### src/common/dm_pkg.sv
package dm_pkg;

  // hart count and derived select width
  localparam int unsigned NrHarts  = 2;
  localparam int unsigned HartSelW = (NrHarts > 1) ? $clog2(NrHarts) : 1;

  typedef enum logic [1:0] {
    DtmNop   = 2'h0,
    DtmRead  = 2'h1,
    DtmWrite = 2'h2
  } dtm_op_e;

  // dmi register map
  localparam logic [6:0] Data0Addr      = 7'h04;
  localparam logic [6:0] DmControlAddr  = 7'h10;
  localparam logic [6:0] DmStatusAddr   = 7'h11;
  localparam logic [6:0] SbcsAddr       = 7'h38;
  localparam logic [6:0] SbAddress0Addr = 7'h39;
  localparam logic [6:0] SbData0Addr    = 7'h3c;

  // hart-facing slave window
  localparam logic [31:0] HaltedAddr   = 32'h0000_0100; // hart writes its id on halt
  localparam logic [31:0] ResumingAddr = 32'h0000_0108; // hart writes its id on resume
  localparam logic [31:0] FlagsAddr    = 32'h0000_0400; // going bits, one per hart

  localparam logic [3:0] DmVersion  = 4'd2;  // debug spec 0.13
  localparam logic [2:0] SbVersion  = 3'd1;
  localparam logic [2:0] SbAccess32 = 3'd2;  // only word accesses
  localparam logic [2:0] SbErrBus   = 3'd2;  // bad address or bus error
  localparam logic [1:0] DmiRespOk  = 2'd0;

  typedef struct packed {
    logic [6:0]  addr;
    dtm_op_e     op;
    logic [31:0] data;
  } dmi_req_t;

  typedef struct packed {
    logic [31:0] data;
    logic [1:0]  resp;
  } dmi_resp_t;

  // command from the csr block to the bus master
  typedef struct packed {
    logic [31:0] address;
    logic [31:0] wdata;
    logic        write;
    logic        start;
  } sb_cmd_t;

  typedef struct packed {
    logic [31:0] rdata;
    logic        rdata_valid; // one cycle per completed read
    logic        busy;
    logic [2:0]  error;       // nonzero for one cycle on a failed access
  } sb_status_t;

endpackage

### src/csrs/dm_csrs.sv
`timescale 1ns/100ps

module dm_csrs (
  input  logic                              clk_i,
  input  logic                              rst_n_i,
  input  logic                              dmi_req_valid_i,
  output logic                              dmi_req_ready_o,
  input  dm_pkg::dmi_req_t                  dmi_req_i,
  output logic                              dmi_resp_valid_o,
  input  logic                              dmi_resp_ready_i,
  output dm_pkg::dmi_resp_t                 dmi_resp_o,
  output logic                              dmactive_o,
  output logic [dm_pkg::HartSelW-1:0]       hartsel_o,
  output logic                              haltreq_o,
  output logic                              resumereq_o,
  input  logic [dm_pkg::NrHarts-1:0]        halted_i,
  input  logic [dm_pkg::NrHarts-1:0]        resumeack_i,
  output dm_pkg::sb_cmd_t                   sb_cmd_o,
  input  dm_pkg::sb_status_t                sb_status_i
);
  import dm_pkg::*;

  logic                req_fire, is_write, is_read, sb_idle;
  logic [31:0]         wdata, rdata, dmstatus, sbcs;
  logic                resp_valid_q;
  dmi_resp_t           resp_q;
  logic                dmactive_q, haltreq_q, resumereq_q;
  logic [HartSelW-1:0] hartsel_q;
  logic [31:0]         data0_q, sbaddr_q, sbdata_q;
  logic                sbreadonaddr_q, sbreadondata_q;
  logic [2:0]          sberror_q;
  logic                sb_start_q, sb_write_q;

  assign dmi_req_ready_o = ~resp_valid_q; // one response in flight
  assign req_fire = dmi_req_valid_i & dmi_req_ready_o;
  assign is_write = req_fire & (dmi_req_i.op == DtmWrite);
  assign is_read  = req_fire & (dmi_req_i.op == DtmRead);
  assign wdata    = dmi_req_i.data;

  // new bus access only when nothing is running and no error is pending
  assign sb_idle = dmactive_q & ~sb_status_i.busy & ~sb_start_q & (sberror_q == 3'd0);

  always_comb begin
    dmstatus        = '0;
    dmstatus[3:0]   = DmVersion;
    dmstatus[7]     = 1'b1; // authenticated
    dmstatus[9:8]   = {2{halted_i[hartsel_q]}};
    dmstatus[11:10] = {2{~halted_i[hartsel_q]}};
    dmstatus[17:16] = {2{resumeack_i[hartsel_q]}};

    sbcs            = '0;
    sbcs[31:29]     = SbVersion;
    sbcs[21]        = sb_status_i.busy | sb_start_q;
    sbcs[20]        = sbreadonaddr_q;
    sbcs[19:17]     = SbAccess32;
    sbcs[15]        = sbreadondata_q;
    sbcs[14:12]     = sberror_q;
    sbcs[11:5]      = 7'd32; // sbasize
    sbcs[2]         = 1'b1;  // sbaccess32

    case (dmi_req_i.addr)
      Data0Addr:      rdata = data0_q;
      DmControlAddr:  rdata = {haltreq_q, 5'b0, {(10 - HartSelW){1'b0}}, hartsel_q,
                               15'b0, dmactive_q};
      DmStatusAddr:   rdata = dmstatus;
      SbcsAddr:       rdata = sbcs;
      SbAddress0Addr: rdata = sbaddr_q;
      SbData0Addr:    rdata = sbdata_q;
      default:        rdata = '0; // unmapped reads as zero
    endcase
  end

  always_ff @(posedge clk_i or negedge rst_n_i) begin
    if (!rst_n_i) begin
      resp_valid_q <= 1'b0;
    end else if (req_fire) begin
      resp_valid_q <= 1'b1;
    end else if (dmi_resp_ready_i) begin
      resp_valid_q <= 1'b0;
    end
  end

  always_ff @(posedge clk_i) begin
    if (req_fire) begin
      resp_q.data <= (dmi_req_i.op == DtmRead) ? rdata : 32'd0;
      resp_q.resp <= DmiRespOk;
    end
  end

  always_ff @(posedge clk_i or negedge rst_n_i) begin
    if (!rst_n_i) begin
      dmactive_q     <= 1'b0;
      haltreq_q      <= 1'b0;
      resumereq_q    <= 1'b0;
      hartsel_q      <= '0;
      data0_q        <= '0;
      sbaddr_q       <= '0;
      sbdata_q       <= '0;
      sbreadonaddr_q <= 1'b0;
      sbreadondata_q <= 1'b0;
      sberror_q      <= 3'd0;
      sb_start_q     <= 1'b0;
      sb_write_q     <= 1'b0;
    end else begin
      resumereq_q <= 1'b0;
      sb_start_q  <= 1'b0;
      if (is_write) begin
        case (dmi_req_i.addr)
          Data0Addr: data0_q <= wdata;
          DmControlAddr: begin
            dmactive_q  <= wdata[0];
            haltreq_q   <= wdata[31] & wdata[0];
            resumereq_q <= wdata[30] & wdata[0];
            hartsel_q   <= wdata[16 +: HartSelW];
          end
          SbcsAddr: begin
            sbreadonaddr_q <= wdata[20];
            sbreadondata_q <= wdata[15];
            sberror_q      <= sberror_q & ~wdata[14:12]; // write 1 to clear
          end
          SbAddress0Addr: begin
            sbaddr_q <= wdata;
            if (sbreadonaddr_q && sb_idle) begin
              sb_start_q <= 1'b1;
              sb_write_q <= 1'b0;
            end
          end
          SbData0Addr: begin
            if (sb_idle) begin
              sbdata_q   <= wdata;
              sb_start_q <= 1'b1;
              sb_write_q <= 1'b1;
            end
          end
          default: ;
        endcase
      end
      // response already holds the old data, fetch the next word
      if (is_read && dmi_req_i.addr == SbData0Addr && sbreadondata_q && sb_idle) begin
        sb_start_q <= 1'b1;
        sb_write_q <= 1'b0;
      end
      if (sb_status_i.rdata_valid) sbdata_q <= sb_status_i.rdata;
      if (sb_status_i.error != 3'd0) sberror_q <= sb_status_i.error;
    end
  end

  assign dmi_resp_valid_o = resp_valid_q;
  assign dmi_resp_o       = resp_q;
  assign dmactive_o       = dmactive_q;
  assign hartsel_o        = hartsel_q;
  assign haltreq_o        = haltreq_q;
  assign resumereq_o      = resumereq_q;
  assign sb_cmd_o = '{address: sbaddr_q, wdata: sbdata_q, write: sb_write_q, start: sb_start_q};

  // dtm may stall the response, payload must not move meanwhile
  a_resp_stable: assert property (@(posedge clk_i) disable iff (!rst_n_i)
    dmi_resp_valid_o && !dmi_resp_ready_i |=> dmi_resp_valid_o && $stable(dmi_resp_o));

endmodule

### src/sba/dm_sba.sv
`timescale 1ns/100ps

module dm_sba (
  input  logic               clk_i,
  input  logic               rst_n_i,
  input  logic               dmactive_i,
  input  dm_pkg::sb_cmd_t    sb_cmd_i,
  output dm_pkg::sb_status_t sb_status_o,
  output logic               master_req_o,
  output logic [31:0]        master_add_o,
  output logic               master_we_o,
  output logic [31:0]        master_wdata_o,
  input  logic               master_gnt_i,
  input  logic               master_r_valid_i,
  input  logic               master_r_err_i,
  input  logic [31:0]        master_r_rdata_i
);
  import dm_pkg::*;

  typedef enum logic [1:0] {
    SbIdle,
    SbReq,
    SbWait
  } sb_state_e;

  sb_state_e   state_q;
  logic [31:0] addr_q, wdata_q, rdata_q;
  logic        we_q;
  logic        rdata_valid_q;
  logic [2:0]  error_q;

  always_ff @(posedge clk_i or negedge rst_n_i) begin
    if (!rst_n_i) begin
      state_q       <= SbIdle;
      rdata_valid_q <= 1'b0;
      error_q       <= 3'd0;
    end else begin
      rdata_valid_q <= 1'b0;
      error_q       <= 3'd0;
      if (!dmactive_i) begin
        state_q <= SbIdle; // module inactive, drop everything
      end else begin
        case (state_q)
          SbIdle: if (sb_cmd_i.start) state_q <= SbReq;
          SbReq:  if (master_gnt_i) state_q <= SbWait;
          SbWait: begin
            if (master_r_valid_i) begin
              state_q       <= SbIdle;
              rdata_valid_q <= ~we_q & ~master_r_err_i;
              error_q       <= master_r_err_i ? SbErrBus : 3'd0;
            end
          end
          default: state_q <= SbIdle;
        endcase
      end
    end
  end

  // command and read data payload
  always_ff @(posedge clk_i) begin
    if (state_q == SbIdle && sb_cmd_i.start) begin
      addr_q  <= sb_cmd_i.address;
      wdata_q <= sb_cmd_i.wdata;
      we_q    <= sb_cmd_i.write;
    end
    if (state_q == SbWait && master_r_valid_i) rdata_q <= master_r_rdata_i;
  end

  assign master_req_o   = (state_q == SbReq);
  assign master_add_o   = addr_q;
  assign master_we_o    = we_q;
  assign master_wdata_o = wdata_q;

  assign sb_status_o = '{rdata:       rdata_q,
                         rdata_valid: rdata_valid_q,
                         busy:        (state_q != SbIdle),
                         error:       error_q};

  // csr block must hold off while an access runs
  a_no_start_busy: assert property (@(posedge clk_i) disable iff (!rst_n_i)
    sb_cmd_i.start |-> state_q == SbIdle);

  a_req_until_gnt: assert property (@(posedge clk_i) disable iff (!rst_n_i || !dmactive_i)
    master_req_o && !master_gnt_i |=> master_req_o);

endmodule

### src/design/dm_hart_ctrl.sv
`timescale 1ns/100ps

module dm_hart_ctrl (
  input  logic                        clk_i,
  input  logic                        rst_n_i,
  input  logic                        dmactive_i,
  input  logic [dm_pkg::HartSelW-1:0] hartsel_i,
  input  logic                        haltreq_i,
  input  logic                        resumereq_i,
  output logic [dm_pkg::NrHarts-1:0]  halted_o,
  output logic [dm_pkg::NrHarts-1:0]  resumeack_o,
  output logic [dm_pkg::NrHarts-1:0]  debug_req_o,
  input  logic                        slave_req_i,
  input  logic                        slave_we_i,
  input  logic [31:0]                 slave_addr_i,
  input  logic [31:0]                 slave_wdata_i,
  output logic [31:0]                 slave_rdata_o,
  output logic                        slave_err_o
);
  import dm_pkg::*;

  logic [NrHarts-1:0]  halted_q, resumeack_q, going_q;
  logic [HartSelW-1:0] hart_id;
  logic                addr_ok;
  logic [31:0]         rdata_q;
  logic                err_q;

  assign hart_id = slave_wdata_i[HartSelW-1:0];
  assign addr_ok = (slave_addr_i == HaltedAddr) || (slave_addr_i == ResumingAddr) ||
                   (slave_addr_i == FlagsAddr);

  always_ff @(posedge clk_i or negedge rst_n_i) begin
    if (!rst_n_i) begin
      halted_q    <= '0;
      resumeack_q <= '0;
      going_q     <= '0;
      err_q       <= 1'b0;
    end else if (!dmactive_i) begin
      halted_q    <= '0;
      resumeack_q <= '0;
      going_q     <= '0;
      err_q       <= 1'b0;
    end else begin
      err_q <= slave_req_i & ~addr_ok;
      // resume only makes sense for a halted hart
      if (resumereq_i) begin
        resumeack_q[hartsel_i] <= 1'b0;
        if (halted_q[hartsel_i]) going_q[hartsel_i] <= 1'b1;
      end
      if (slave_req_i && slave_we_i) begin
        if (slave_addr_i == HaltedAddr) begin
          halted_q[hart_id] <= 1'b1;
          going_q[hart_id]  <= 1'b0;
        end else if (slave_addr_i == ResumingAddr) begin
          halted_q[hart_id]    <= 1'b0;
          resumeack_q[hart_id] <= 1'b1;
        end
      end
    end
  end

  always_ff @(posedge clk_i) begin
    if (slave_req_i && !slave_we_i) begin
      rdata_q <= (slave_addr_i == FlagsAddr) ? {{(32 - NrHarts){1'b0}}, going_q} : 32'd0;
    end
  end

  always_comb begin
    for (int h = 0; h < NrHarts; h++) begin
      debug_req_o[h] = dmactive_i & haltreq_i & (hartsel_i == HartSelW'(h));
    end
  end

  assign halted_o      = halted_q;
  assign resumeack_o   = resumeack_q;
  assign slave_rdata_o = rdata_q;
  assign slave_err_o   = err_q;

endmodule

### src/design/dm_top.sv
`timescale 1ns/100ps

module dm_top (
  input  logic                       clk_i,
  input  logic                       rst_n_i,
  output logic                       dmactive_o,
  output logic [dm_pkg::NrHarts-1:0] debug_req_o,

  input  logic                       slave_req_i,
  input  logic                       slave_we_i,
  input  logic [31:0]                slave_addr_i,
  input  logic [31:0]                slave_wdata_i,
  output logic [31:0]                slave_rdata_o,
  output logic                       slave_err_o,

  output logic                       master_req_o,
  output logic [31:0]                master_add_o,
  output logic                       master_we_o,
  output logic [31:0]                master_wdata_o,
  input  logic                       master_gnt_i,
  input  logic                       master_r_valid_i,
  input  logic                       master_r_err_i,
  input  logic [31:0]                master_r_rdata_i,

  input  logic                       dmi_req_valid_i,
  output logic                       dmi_req_ready_o,
  input  dm_pkg::dmi_req_t           dmi_req_i,
  output logic                       dmi_resp_valid_o,
  input  logic                       dmi_resp_ready_i,
  output dm_pkg::dmi_resp_t          dmi_resp_o
);
  import dm_pkg::*;

  logic [HartSelW-1:0] hartsel;
  logic                haltreq, resumereq;
  logic [NrHarts-1:0]  halted, resumeack;
  sb_cmd_t             sb_cmd;
  sb_status_t          sb_status;

  dm_csrs i_dm_csrs (
    .clk_i,
    .rst_n_i,
    .dmi_req_valid_i,
    .dmi_req_ready_o,
    .dmi_req_i,
    .dmi_resp_valid_o,
    .dmi_resp_ready_i,
    .dmi_resp_o,
    .dmactive_o,
    .hartsel_o   ( hartsel   ),
    .haltreq_o   ( haltreq   ),
    .resumereq_o ( resumereq ),
    .halted_i    ( halted    ),
    .resumeack_i ( resumeack ),
    .sb_cmd_o    ( sb_cmd    ),
    .sb_status_i ( sb_status )
  );

  dm_sba i_dm_sba (
    .clk_i,
    .rst_n_i,
    .dmactive_i  ( dmactive_o ),
    .sb_cmd_i    ( sb_cmd     ),
    .sb_status_o ( sb_status  ),
    .master_req_o,
    .master_add_o,
    .master_we_o,
    .master_wdata_o,
    .master_gnt_i,
    .master_r_valid_i,
    .master_r_err_i,
    .master_r_rdata_i
  );

  dm_hart_ctrl i_dm_hart_ctrl (
    .clk_i,
    .rst_n_i,
    .dmactive_i  ( dmactive_o ),
    .hartsel_i   ( hartsel    ),
    .haltreq_i   ( haltreq    ),
    .resumereq_i ( resumereq  ),
    .halted_o    ( halted     ),
    .resumeack_o ( resumeack  ),
    .debug_req_o,
    .slave_req_i,
    .slave_we_i,
    .slave_addr_i,
    .slave_wdata_i,
    .slave_rdata_o,
    .slave_err_o
  );

endmodule

### config.mk
export PLATFORM = sky130hd
export DESIGN_NAME = dm_top
export DESIGN_NICKNAME = d
export VERILOG_FILES = /design/src/common/dm_pkg.sv /design/src/csrs/dm_csrs.sv /design/src/sba/dm_sba.sv /design/src/design/dm_hart_ctrl.sv /design/src/design/dm_top.sv
export SDC_FILE = /design/constraint.sdc
export NUM_CORES = 1
export LEC_CHECK = 0
export ABC_AREA = 1
export BUFFER_PORTS_ARGS = -buffer_cell sky130_fd_sc_hd__buf_2
export CAP_MARGIN = 20
export CORE_ASPECT_RATIO = 1.5
export CORE_MARGIN = 2
export CORE_UTILIZATION = 49
export CTS_BUF_LIST = sky130_fd_sc_hd__clkbuf_8
export CTS_CLUSTER_SIZE = 24
export DETAILED_ROUTE_END_ITERATION = 10
export GPL_TIMING_DRIVEN = 0
export PLACE_DENSITY = 0.75
export SLEW_MARGIN = 20
export SYNTH_ARGS = -nofsm -noshare
export SYNTH_HDL_FRONTEND = slang
export SYNTH_SLANG_ARGS = --single-unit
### constraint.sdc
create_clock -name clk_i -period 5.7 [get_ports clk_i]
set_input_delay 0.57 -clock clk_i [delete_from_list [all_inputs] [get_ports clk_i]]
set_output_delay 0.57 -clock clk_i [all_outputs]
set_load 0.03 [all_outputs]
======== After elaboration in Yosys (flattened, before gate mapping) ========
Cells that the tools add are included.
word-level totals
  output and inout bits ................... 138
  word-level logic and storage cells ...... 176
  register bits ........................... 282
  input port bits ......................... 146
operators by class
  bitwise logic cells ..................... 32
  equality and inequality tests ........... 20
  muxes and demuxes ....................... 59
  magnitude comparators ................... 4
  reductions and logical operators ........ 34
operators by type and width
  cell                    number
  $pmux W32 S6            1
  $mux W32                4
  $eq A32 B9 Y1 const B   2
  $mux W2                 21
  $eq A32 B11 Y1 const B  1
  $mux W1                 22
  $eq A7 B6 Y1 const B    3
  $mux W3                 6
  $reduce_bool A2 Y1      8
  $eq A7 B5 Y1 const B    2
  $and A1 B1 Y1           13
  $reduce_and A2 Y1       6
  $logic_and A1 B1 Y1     10
  $ne A3 B3 Y1 const B    3
  $not A1 Y1              8
  $eq A7 B3 Y1 const B    1
  $and A2 B2 Y2           3
  $ne A3 B1 Y1 const B    2
  $or A2 B2 Y2            3
  $pmux W2 S3             1
  $reduce_and A3 Y1       2
  $reduce_bool A3 Y1      2
  $eq A2 B1 Y1 const B    2
  $eq A2 B2 Y1 const B    2
  other kinds (15)        21

======== Logic depth before layout (Yosys ltp) ========
Gate-level depths: netlist (run 1).
  word-level depth ........................ 13
  depth in mapped cells ................... 11
  depth with buffers taken out ............ 10

======== By module ========
Synthesis (run 1) repeated with hierarchy kept, for this count alone.
second synthesis, totals
  cell total of the unflattened synthesis .. 1070
  area, all modules ....................... 10760.3 um^2
modules (own cells, without submodules)
  module        instances  sequential area each (um^2)  area each (um^2)  cells each
  dm_csrs       1          3663.5                       6648.9            785
  dm_sba        1          3012.9                       3151.8            130
  dm_hart_ctrl  1          235.2                        959.7             155

======== Least setup slack after synthesis (run 1) ========
Ideal clock, no wire load.
  kind .................................... register to register
  start point ............................. register i_dm_sba.state_q[0]
  end point ............................... register i_dm_sba.addr_q[0] (netlist: i_dm_sba.master_add_o[0]), enable pin
  setup slack ............................. 0.258 ns
  path buffers ............................ 0
  data required time ...................... 5.132 ns
  data arrival time ....................... 4.874 ns
  library setup time ...................... 0.568 ns
  period minus slack after synthesis ...... 5.442 ns
  stages on the path, launching flop included .. 2
  cell sequence ........................... dfrtp_1 > nor3_1
on the way
  word-level cells in the longest chain between the ends .. 2
ends and longest elaborated chain
  item                    RTL line      text
  from (decl)             dm_sba.sv:26  sb_state_e state_q;
  from (signal assigned)  dm_sba.sv:34  state_q <= SbIdle;
  from (signal assigned)  dm_sba.sv:41  state_q <= SbIdle;
  from (signal assigned)  dm_sba.sv:44  SbIdle: if (sb_cmd_i.start) state_q <= SbReq;
  $logic_not A2 Y1        dm_sba.sv:61  if (state_q == SbIdle && sb_cmd_i.start) begin
  $logic_and A1 B1 Y1     dm_sba.sv:61
  to (signal assigned)    dm_sba.sv:62  addr_q <= sb_cmd_i.address;
  to (decl)               dm_sba.sv:27  logic [31:0] addr_q, wdata_q, rdata_q;
No other way between the ends.
A chain may end at the register's enable or synchronous reset.

======== Worst setup path after layout (run 1) ========
  start point ............................. register i_dm_csrs.dmactive_q (netlist: i_dm_csrs.dmactive_o)
  end point ............................... output port debug_req_o[1] (netlist bit)
on the way
  word-level cells in the longest chain between the ends .. 2
ends and longest elaborated chain
  item                        RTL line            text
  from (decl)                 dm_csrs.sv:27       logic dmactive_q, haltreq_q, resumereq_q;
  from (signal assigned)      dm_csrs.sv:111      dmactive_q <= wdata[0];
  $and A1 B1 Y1 (2 in a row)  dm_hart_ctrl.sv:70  debug_req_o[h] = dmactive_i & haltreq_i & (hartsel_i == HartSelW'(h));
  to (decl)                   dm_top.sv:7         output logic [dm_pkg::NrHarts-1:0] debug_req_o,
No other way between the ends.

==> impl_metrics.ini, run 1 <==
[status]
status = finished with violations
failed_checks = negative hold slack

[sta]
setup_ws_ps = 3100
setup_viol = 0
rsz0062_at_grt = no
fin_crit_sh = 0.456
finalHoldViolations = 1
fin_crit_ps = 2600
whs_ps = -1.41
tightest_slew_ps = 799
slew_violations = 0
fin_worst_skew_ps = 14.1
fmax_mhz = 385
max_slew_margin = 0.466

[final_layout]
multiInputGateArea_um2 = 2740
fin_util = 0.606
synthToLayoutAreaGrowth_pct = 22.3
num-fill-cells = 1829
regArea_um2 = 6910
drive_above_1_share = 0.260
postLayoutCellArea_um2 = 12600
finalNetCount = 1442

[drt]
drt_iter0_drc = 730
vias = 8275
drc = 0
drt_wl_total_mm = 28.4
vias_per_cell = 5.19
firstDrtPassIters = 5
wl_per_cell_um = 17.8
antenna_left = 0

[yosys]
ys_warn_count = 0
avgSynthCellArea_um2 = 10.4
synth-seq-cells = 250
netlist_instances = 997
synth_area_um2 = 10300
synth_edf_count = 131
yosys.area.top_type = edfxtp_1
synthArstFlopShare = 0.476
ys.flop_type = edfxtp_1
ys_types = 39
ys_top_cells_by_area = edfxtp_1 38%, dfrtp_1 29%, nand2_1 10%
yosysSeqAreaShare = 0.670
netlist.area_leader.share = 0.381

[placed_design]
placedInstanceArea_um2 = 12000
dp_slack_ps = 3360
gp_congestion = 0.936
portBuffers = 220
place_hpwl_mm = 21.1

[global_route]
grt_overflow_total = 0
grt_first_pass_wirelength_mm = 43.1
grtUsageTotal = 0.257
grt_pass1_vias = 8001
grt_max_degree = 73
antenna_found_initial = 6

[floorplan]
num_rows = 65
die_w_um = 122
die_h_um = 182
dieArea_um2 = 22300
initial_utilization = 0.496
pin_count = 284
core_um2 = 20800

[setup_path]
cp_top_family = buffers and inverters
crit_fanout = 10
path_cells = buf_1 > inv_1 > nor3_1 > buf_2
cp_num_buf_inv = 3
critPathLaunchType = register
cp-end-kind = output port
criticalPathCategory = reg2out
slowest_stage = buf_1
crit_arrival_ps = 2030
cp.required_ps = 5130
cpPeakStageDelay_ps = 460

[power_and_ir_drop]
power.leakage_nw = 5.90
power_density_nw_per_um2 = 314
ir_drop_uv = 140
power.total_mw = 3.97

[clock_tree]
clockBufferDepth = 3
cts_root_buf = clkbuf_8
post_cts_buffers = 0
ctsResizeCount = 0
htreeDepth = 2
cts.sink_count = 250
cts_tree = yes
insertion_delay_ps = 510
path_clk_slew_ps = 60
cts_made_buffers = 35
holdBufCountCts = 0

[job]
drv_cap = 0

[worst_hold_path]
hold_path_class = in2async
[cell families after synthesis]
kind of cell           synth area share
AO/OA/AOI/OAI                    0.0670
buffers and inverters            0.0767
flip-flops                        0.670
other                          0.000363
AND/OR/NAND/NOR                   0.186
[routing by layer]
metal / wire length [um] / vias up / global-route usage
met5: 0 / - / 0
met4: 1150 / 0 / 0.115
met3: 2550 / 81 / 0.0374
met2: 14300 / 476 / 0.436
met1: 10400 / 3883 / 0.325
li1: - / 3835 / -
[layout make-up]
cell class / instances / share of cell area
Timing Repair Buffer: 231 / 0.0961
Tap cell: 268 / 0.0266
Sequential cell: 250 / 0.547
Antenna cell: 6 / 0.00119
Multi-Input combinational cell: 618 / 0.217
Buffer: 67 / 0.0349
Clock buffer: 38 / 0.0414
Inverter: 93 / 0.0278
Clock inverter: 24 / 0.00733
[sequential cells by signal (all words and copies together), names as in the netlist, 2 cells and up]
signal / flops
i_dm_hart_ctrl.halted_o: 2
i_dm_sba.state_q: 2
i_dm_sba.master_add_o: 32
i_dm_sba.master_wdata_o: 32
i_dm_csrs.sbaddr_q: 32
i_dm_csrs.sbdata_q: 32
i_dm_csrs.sberror_q: 3
i_dm_csrs.dmi_resp_o: 32
i_dm_hart_ctrl.going_q: 2
i_dm_sba.rdata_q: 32
i_dm_csrs.data0_q: 32
i_dm_hart_ctrl.resumeack_o: 2
i_dm_hart_ctrl.slave_rdata_o: 2
[worst register-to-register path, stage by stage, from the launching register on]
cell	delay (ps)
dfrtp_1	440
nor2_2	220
nand3_2	170
nor2_4	190
nand3_4	180
inv_2	340
buf_8	210
nand3_1	110
nand3_1	100
[placed cells by master, fill, tap and decap left out, types with 2 or more instances in the layout]
cell,count
nand2_1,282
buf_2,231
edfxtp_1,131
dfrtp_1,119
inv_1,99
o21ai_0,87
nand3_1,71
nor2_1,67
buf_4,41
clkbuf_8,39
conb_1,32
a21oi_1,25
clkbuf_1,15
nor3_1,11
clkinv_1,9
o211ai_1,8
diode_2,6
inv_2,6
o22ai_1,6
buf_6,5
nor3_2,4
a31oi_1,3
nand4_1,3
nand2_2,3
nand2_4,2
nand3_2,2
or2_2,2
nor4_1,2
dlygate4sd1_1,2
clkinv_2,2
[cell usage after synthesis, types with 3 or more instances]
master    number
buf_2         12
dfrtp_1      119
nand4_1        3
nand2_2        3
inv_2          5
a31oi_1        3
inv_1         85
o22ai_1        6
buf_6          3
nor3_1        13
a21oi_1       25
clkbuf_1      15
edfxtp_1     131
buf_4         32
nor2_1        67
o211ai_1       8
nand3_1       71
nand2_1      282
o21ai_0       87
[metrics by stage]
stage                     TNS, ps  hold slack, ps  cells
after global placement    -135910             430   1516
final                           0           -1.41   1595
after detailed placement        0             438   1527
after CTS                       0            11.6   1589
after global routing            0            28.5   1595
after floorplan                 0             274   1028
[report_power, final]
group / switching (mW) / total (mW) / internal, mW
logic: 0.318 / 0.478 / 0.160
registers: 0.135 / 2.24 / 2.11
clock network: 0.635 / 1.25 / 0.612
[path summary, 6_finish.rpt]
check,from,depth (start not counted),slack [ps],end
max,i_dm_csrs.dmactive_o,4,3100,debug_req_o[1]
min reg2reg,i_dm_sba.rdata_q[0],2,450,i_dm_csrs.sbdata_q[0]
min in group clk_i,master_r_rdata_i[22],1,230,i_dm_sba.rdata_q[22]
max in group asynchronous,rst_n_i,2,4960,i_dm_csrs.sbdata_q[30]
min,rst_n_i,1,-1,i_dm_sba.state_q[1]
max reg2reg,i_dm_sba.state_q[1],8,3690,i_dm_csrs.sbdata_q[27]
Power figures use the tool's default switching activity.
==> run 2, diff against run 1 <==
==> constraint.sdc (replaced) <==
create_clock -name clk_i -period 2.23 [get_ports clk_i]
set_input_delay 0.223 -clock clk_i [delete_from_list [all_inputs] [get_ports clk_i]]
set_output_delay 0.223 -clock clk_i [all_outputs]
set_load 0.03 [all_outputs]
==> impl_metrics.ini, run 2 (synthesis results as in run 1) <==
[status]
status = complete, no violations

[power_and_ir_drop]
power.total_mw = 10.7
ir_drop_uv = 456
power_density_nw_per_um2 = 804
power.leakage_nw = 6.15

[drt]
drt_wl_total_mm = 29.7
drt_iter0_drc = 613
vias_per_cell = 5.18
antenna_left = 0
drc = 0
wl_per_cell_um = 18.1
firstDrtPassIters = 5
vias = 8516

[global_route]
antenna_found_initial = 1
grt_pass1_vias = 8655
grt_overflow_total = 0
grt_first_pass_wirelength_mm = 45.4
grtUsageTotal = 0.272
grt_max_degree = 62

[sta]
fin_worst_skew_ps = 25.2
max_slew_margin = 0.576
finalHoldViolations = 0
slew_violations = 0
fin_crit_ps = 2020
rsz0062_at_grt = no
fin_crit_sh = 0.907
setup_viol = 0
tightest_slew_ps = 636
whs_ps = 3.50
fmax_mhz = 494

[setup_path]
cp.required_ps = 2680
rr_startpoint = i_dm_sba.state_q[1]
criticalPathCategory = reg2reg
critPathLaunchType = register
crit_arrival_ps = 2470
regToRegSetupSlack_ps = 210
cp-end-kind = register
crit_fanout = 10
ff2ff_path_depth = 8
r2r-end = i_dm_csrs.sbdata_q[27]

[placed_design]
place_hpwl_mm = 21.5
gp_congestion = 0.917
portBuffers = 220
placedInstanceArea_um2 = 12000
dp_cells = 1524

[clock_tree]
path_clk_slew_ps = 60
cts.sink_count = 250
cts_root_buf = clkbuf_8
post_cts_buffers = 0
clockBufferDepth = 3
cts_tree = yes
insertion_delay_ps = 520
htreeDepth = 2
cts_made_buffers = 36

[worst_hold_path]
min-delay-start = dmi_req_i[11]
hold_path_class = in2reg
holdPathStages = 3
holdPathEnd = i_dm_csrs.sbaddr_q[11]

[floorplan]
num_rows = 65
core_um2 = 20800
pin_count = 284
die_h_um = 182
dieArea_um2 = 22300
die_w_um = 122
initial_utilization = 0.496

[final_layout]
drive_above_1_share = 0.257
postLayoutCellArea_um2 = 13300
final_common_cell = nand2_1
stdcell_count = 1644
mostFrequentLayoutCells = 282 x nand2_1, 232 x buf_2, 131 x edfxtp_1
finalNetCount = 1493
synthToLayoutAreaGrowth_pct = 28.8
num-fill-cells = 1746

[job]
drv_cap = 0
==> run 2: area by class of cell <==
cell class / count / area [um^2] / area share
Sequential cell: 250 / 6910 / 0.520
Multi-Input combinational cell: 618 / 2760 / 0.207
Timing Repair Buffer: 281 / 1770 / 0.133
Clock buffer: 43 / 592 / 0.0445
Buffer: 67 / 442 / 0.0332
Inverter: 93 / 352 / 0.0264
Tap cell: 268 / 335 / 0.0252
Clock inverter: 23 / 131 / 0.00988
Antenna cell: 1 / 2.50 / 0.000188
==> run 2: worst max-delay path, stage by stage (launching register included) <==
cell and delay, ps:
dfrtp_1 460, nor2_2 210, nand3_2 150, nor2_4 200, nand3_4 180, inv_2 330
buf_8 210, nand3_1 110, nand3_1 90
==> run 2: per-layer routing <==
layer  up-vias  GRT usage  routed length (um)
met3        95     0.0477                2400
met1      4021      0.320               10500
li1       3935          -                   -
met2       465      0.470               15300
met5         -          0                   0
met4         0      0.142                1530
==> run 2: how the worst max path moves through the flow <==
stage | endpoint | startpoint | slack [ps] | cells past startpoint
2_1_floorplan | i_dm_sba.master_add_o[0] | i_dm_sba.state_q[0] | -230 | 1
3_3_place_gp | i_dm_sba.master_add_o[4] | i_dm_sba.state_q[0] | -1070 | 1
3_5_place_dp | i_dm_csrs.dmi_resp_o[33] | dmi_req_i[34] | 200 | 10
4_1_cts | debug_req_o[0] | i_dm_csrs.dmactive_o | 190 | 4
5_1_grt | i_dm_csrs.sbdata_q[24] | i_dm_sba.state_q[1] | 100 | 8
6_report | i_dm_csrs.sbdata_q[27] | i_dm_sba.state_q[1] | 210 | 8
==> run 2: per-stage QoR <==
stage,worst slack [ps],TNS (ps),util
after floorplan,-231,-15400,-
after global placement,-1070,-176880,0.571
after detailed placement,202,0,0.578
after CTS,191,0,0.638
after global routing,99.4,0,0.638
final,207,0,0.638
==> run 2: timing repair <==
| item | in CTS | in global routing |
|---|---|---|
| hold buffers | 52 | 1 |
| resized for setup | 1 | 0 |
| hold endpoints to repair | 119 | 1 |
| setup endpoints to repair | 2 | 0 |
==> run 2: where the power goes <==
group / total, mW / internal (mW) / switching (mW)
registers: 5.75 / 5.39 / 0.360
clock network: 3.62 / 1.89 / 1.73
logic: 1.31 / 0.481 / 0.834
total: 10.7 / 7.76 / 2.93
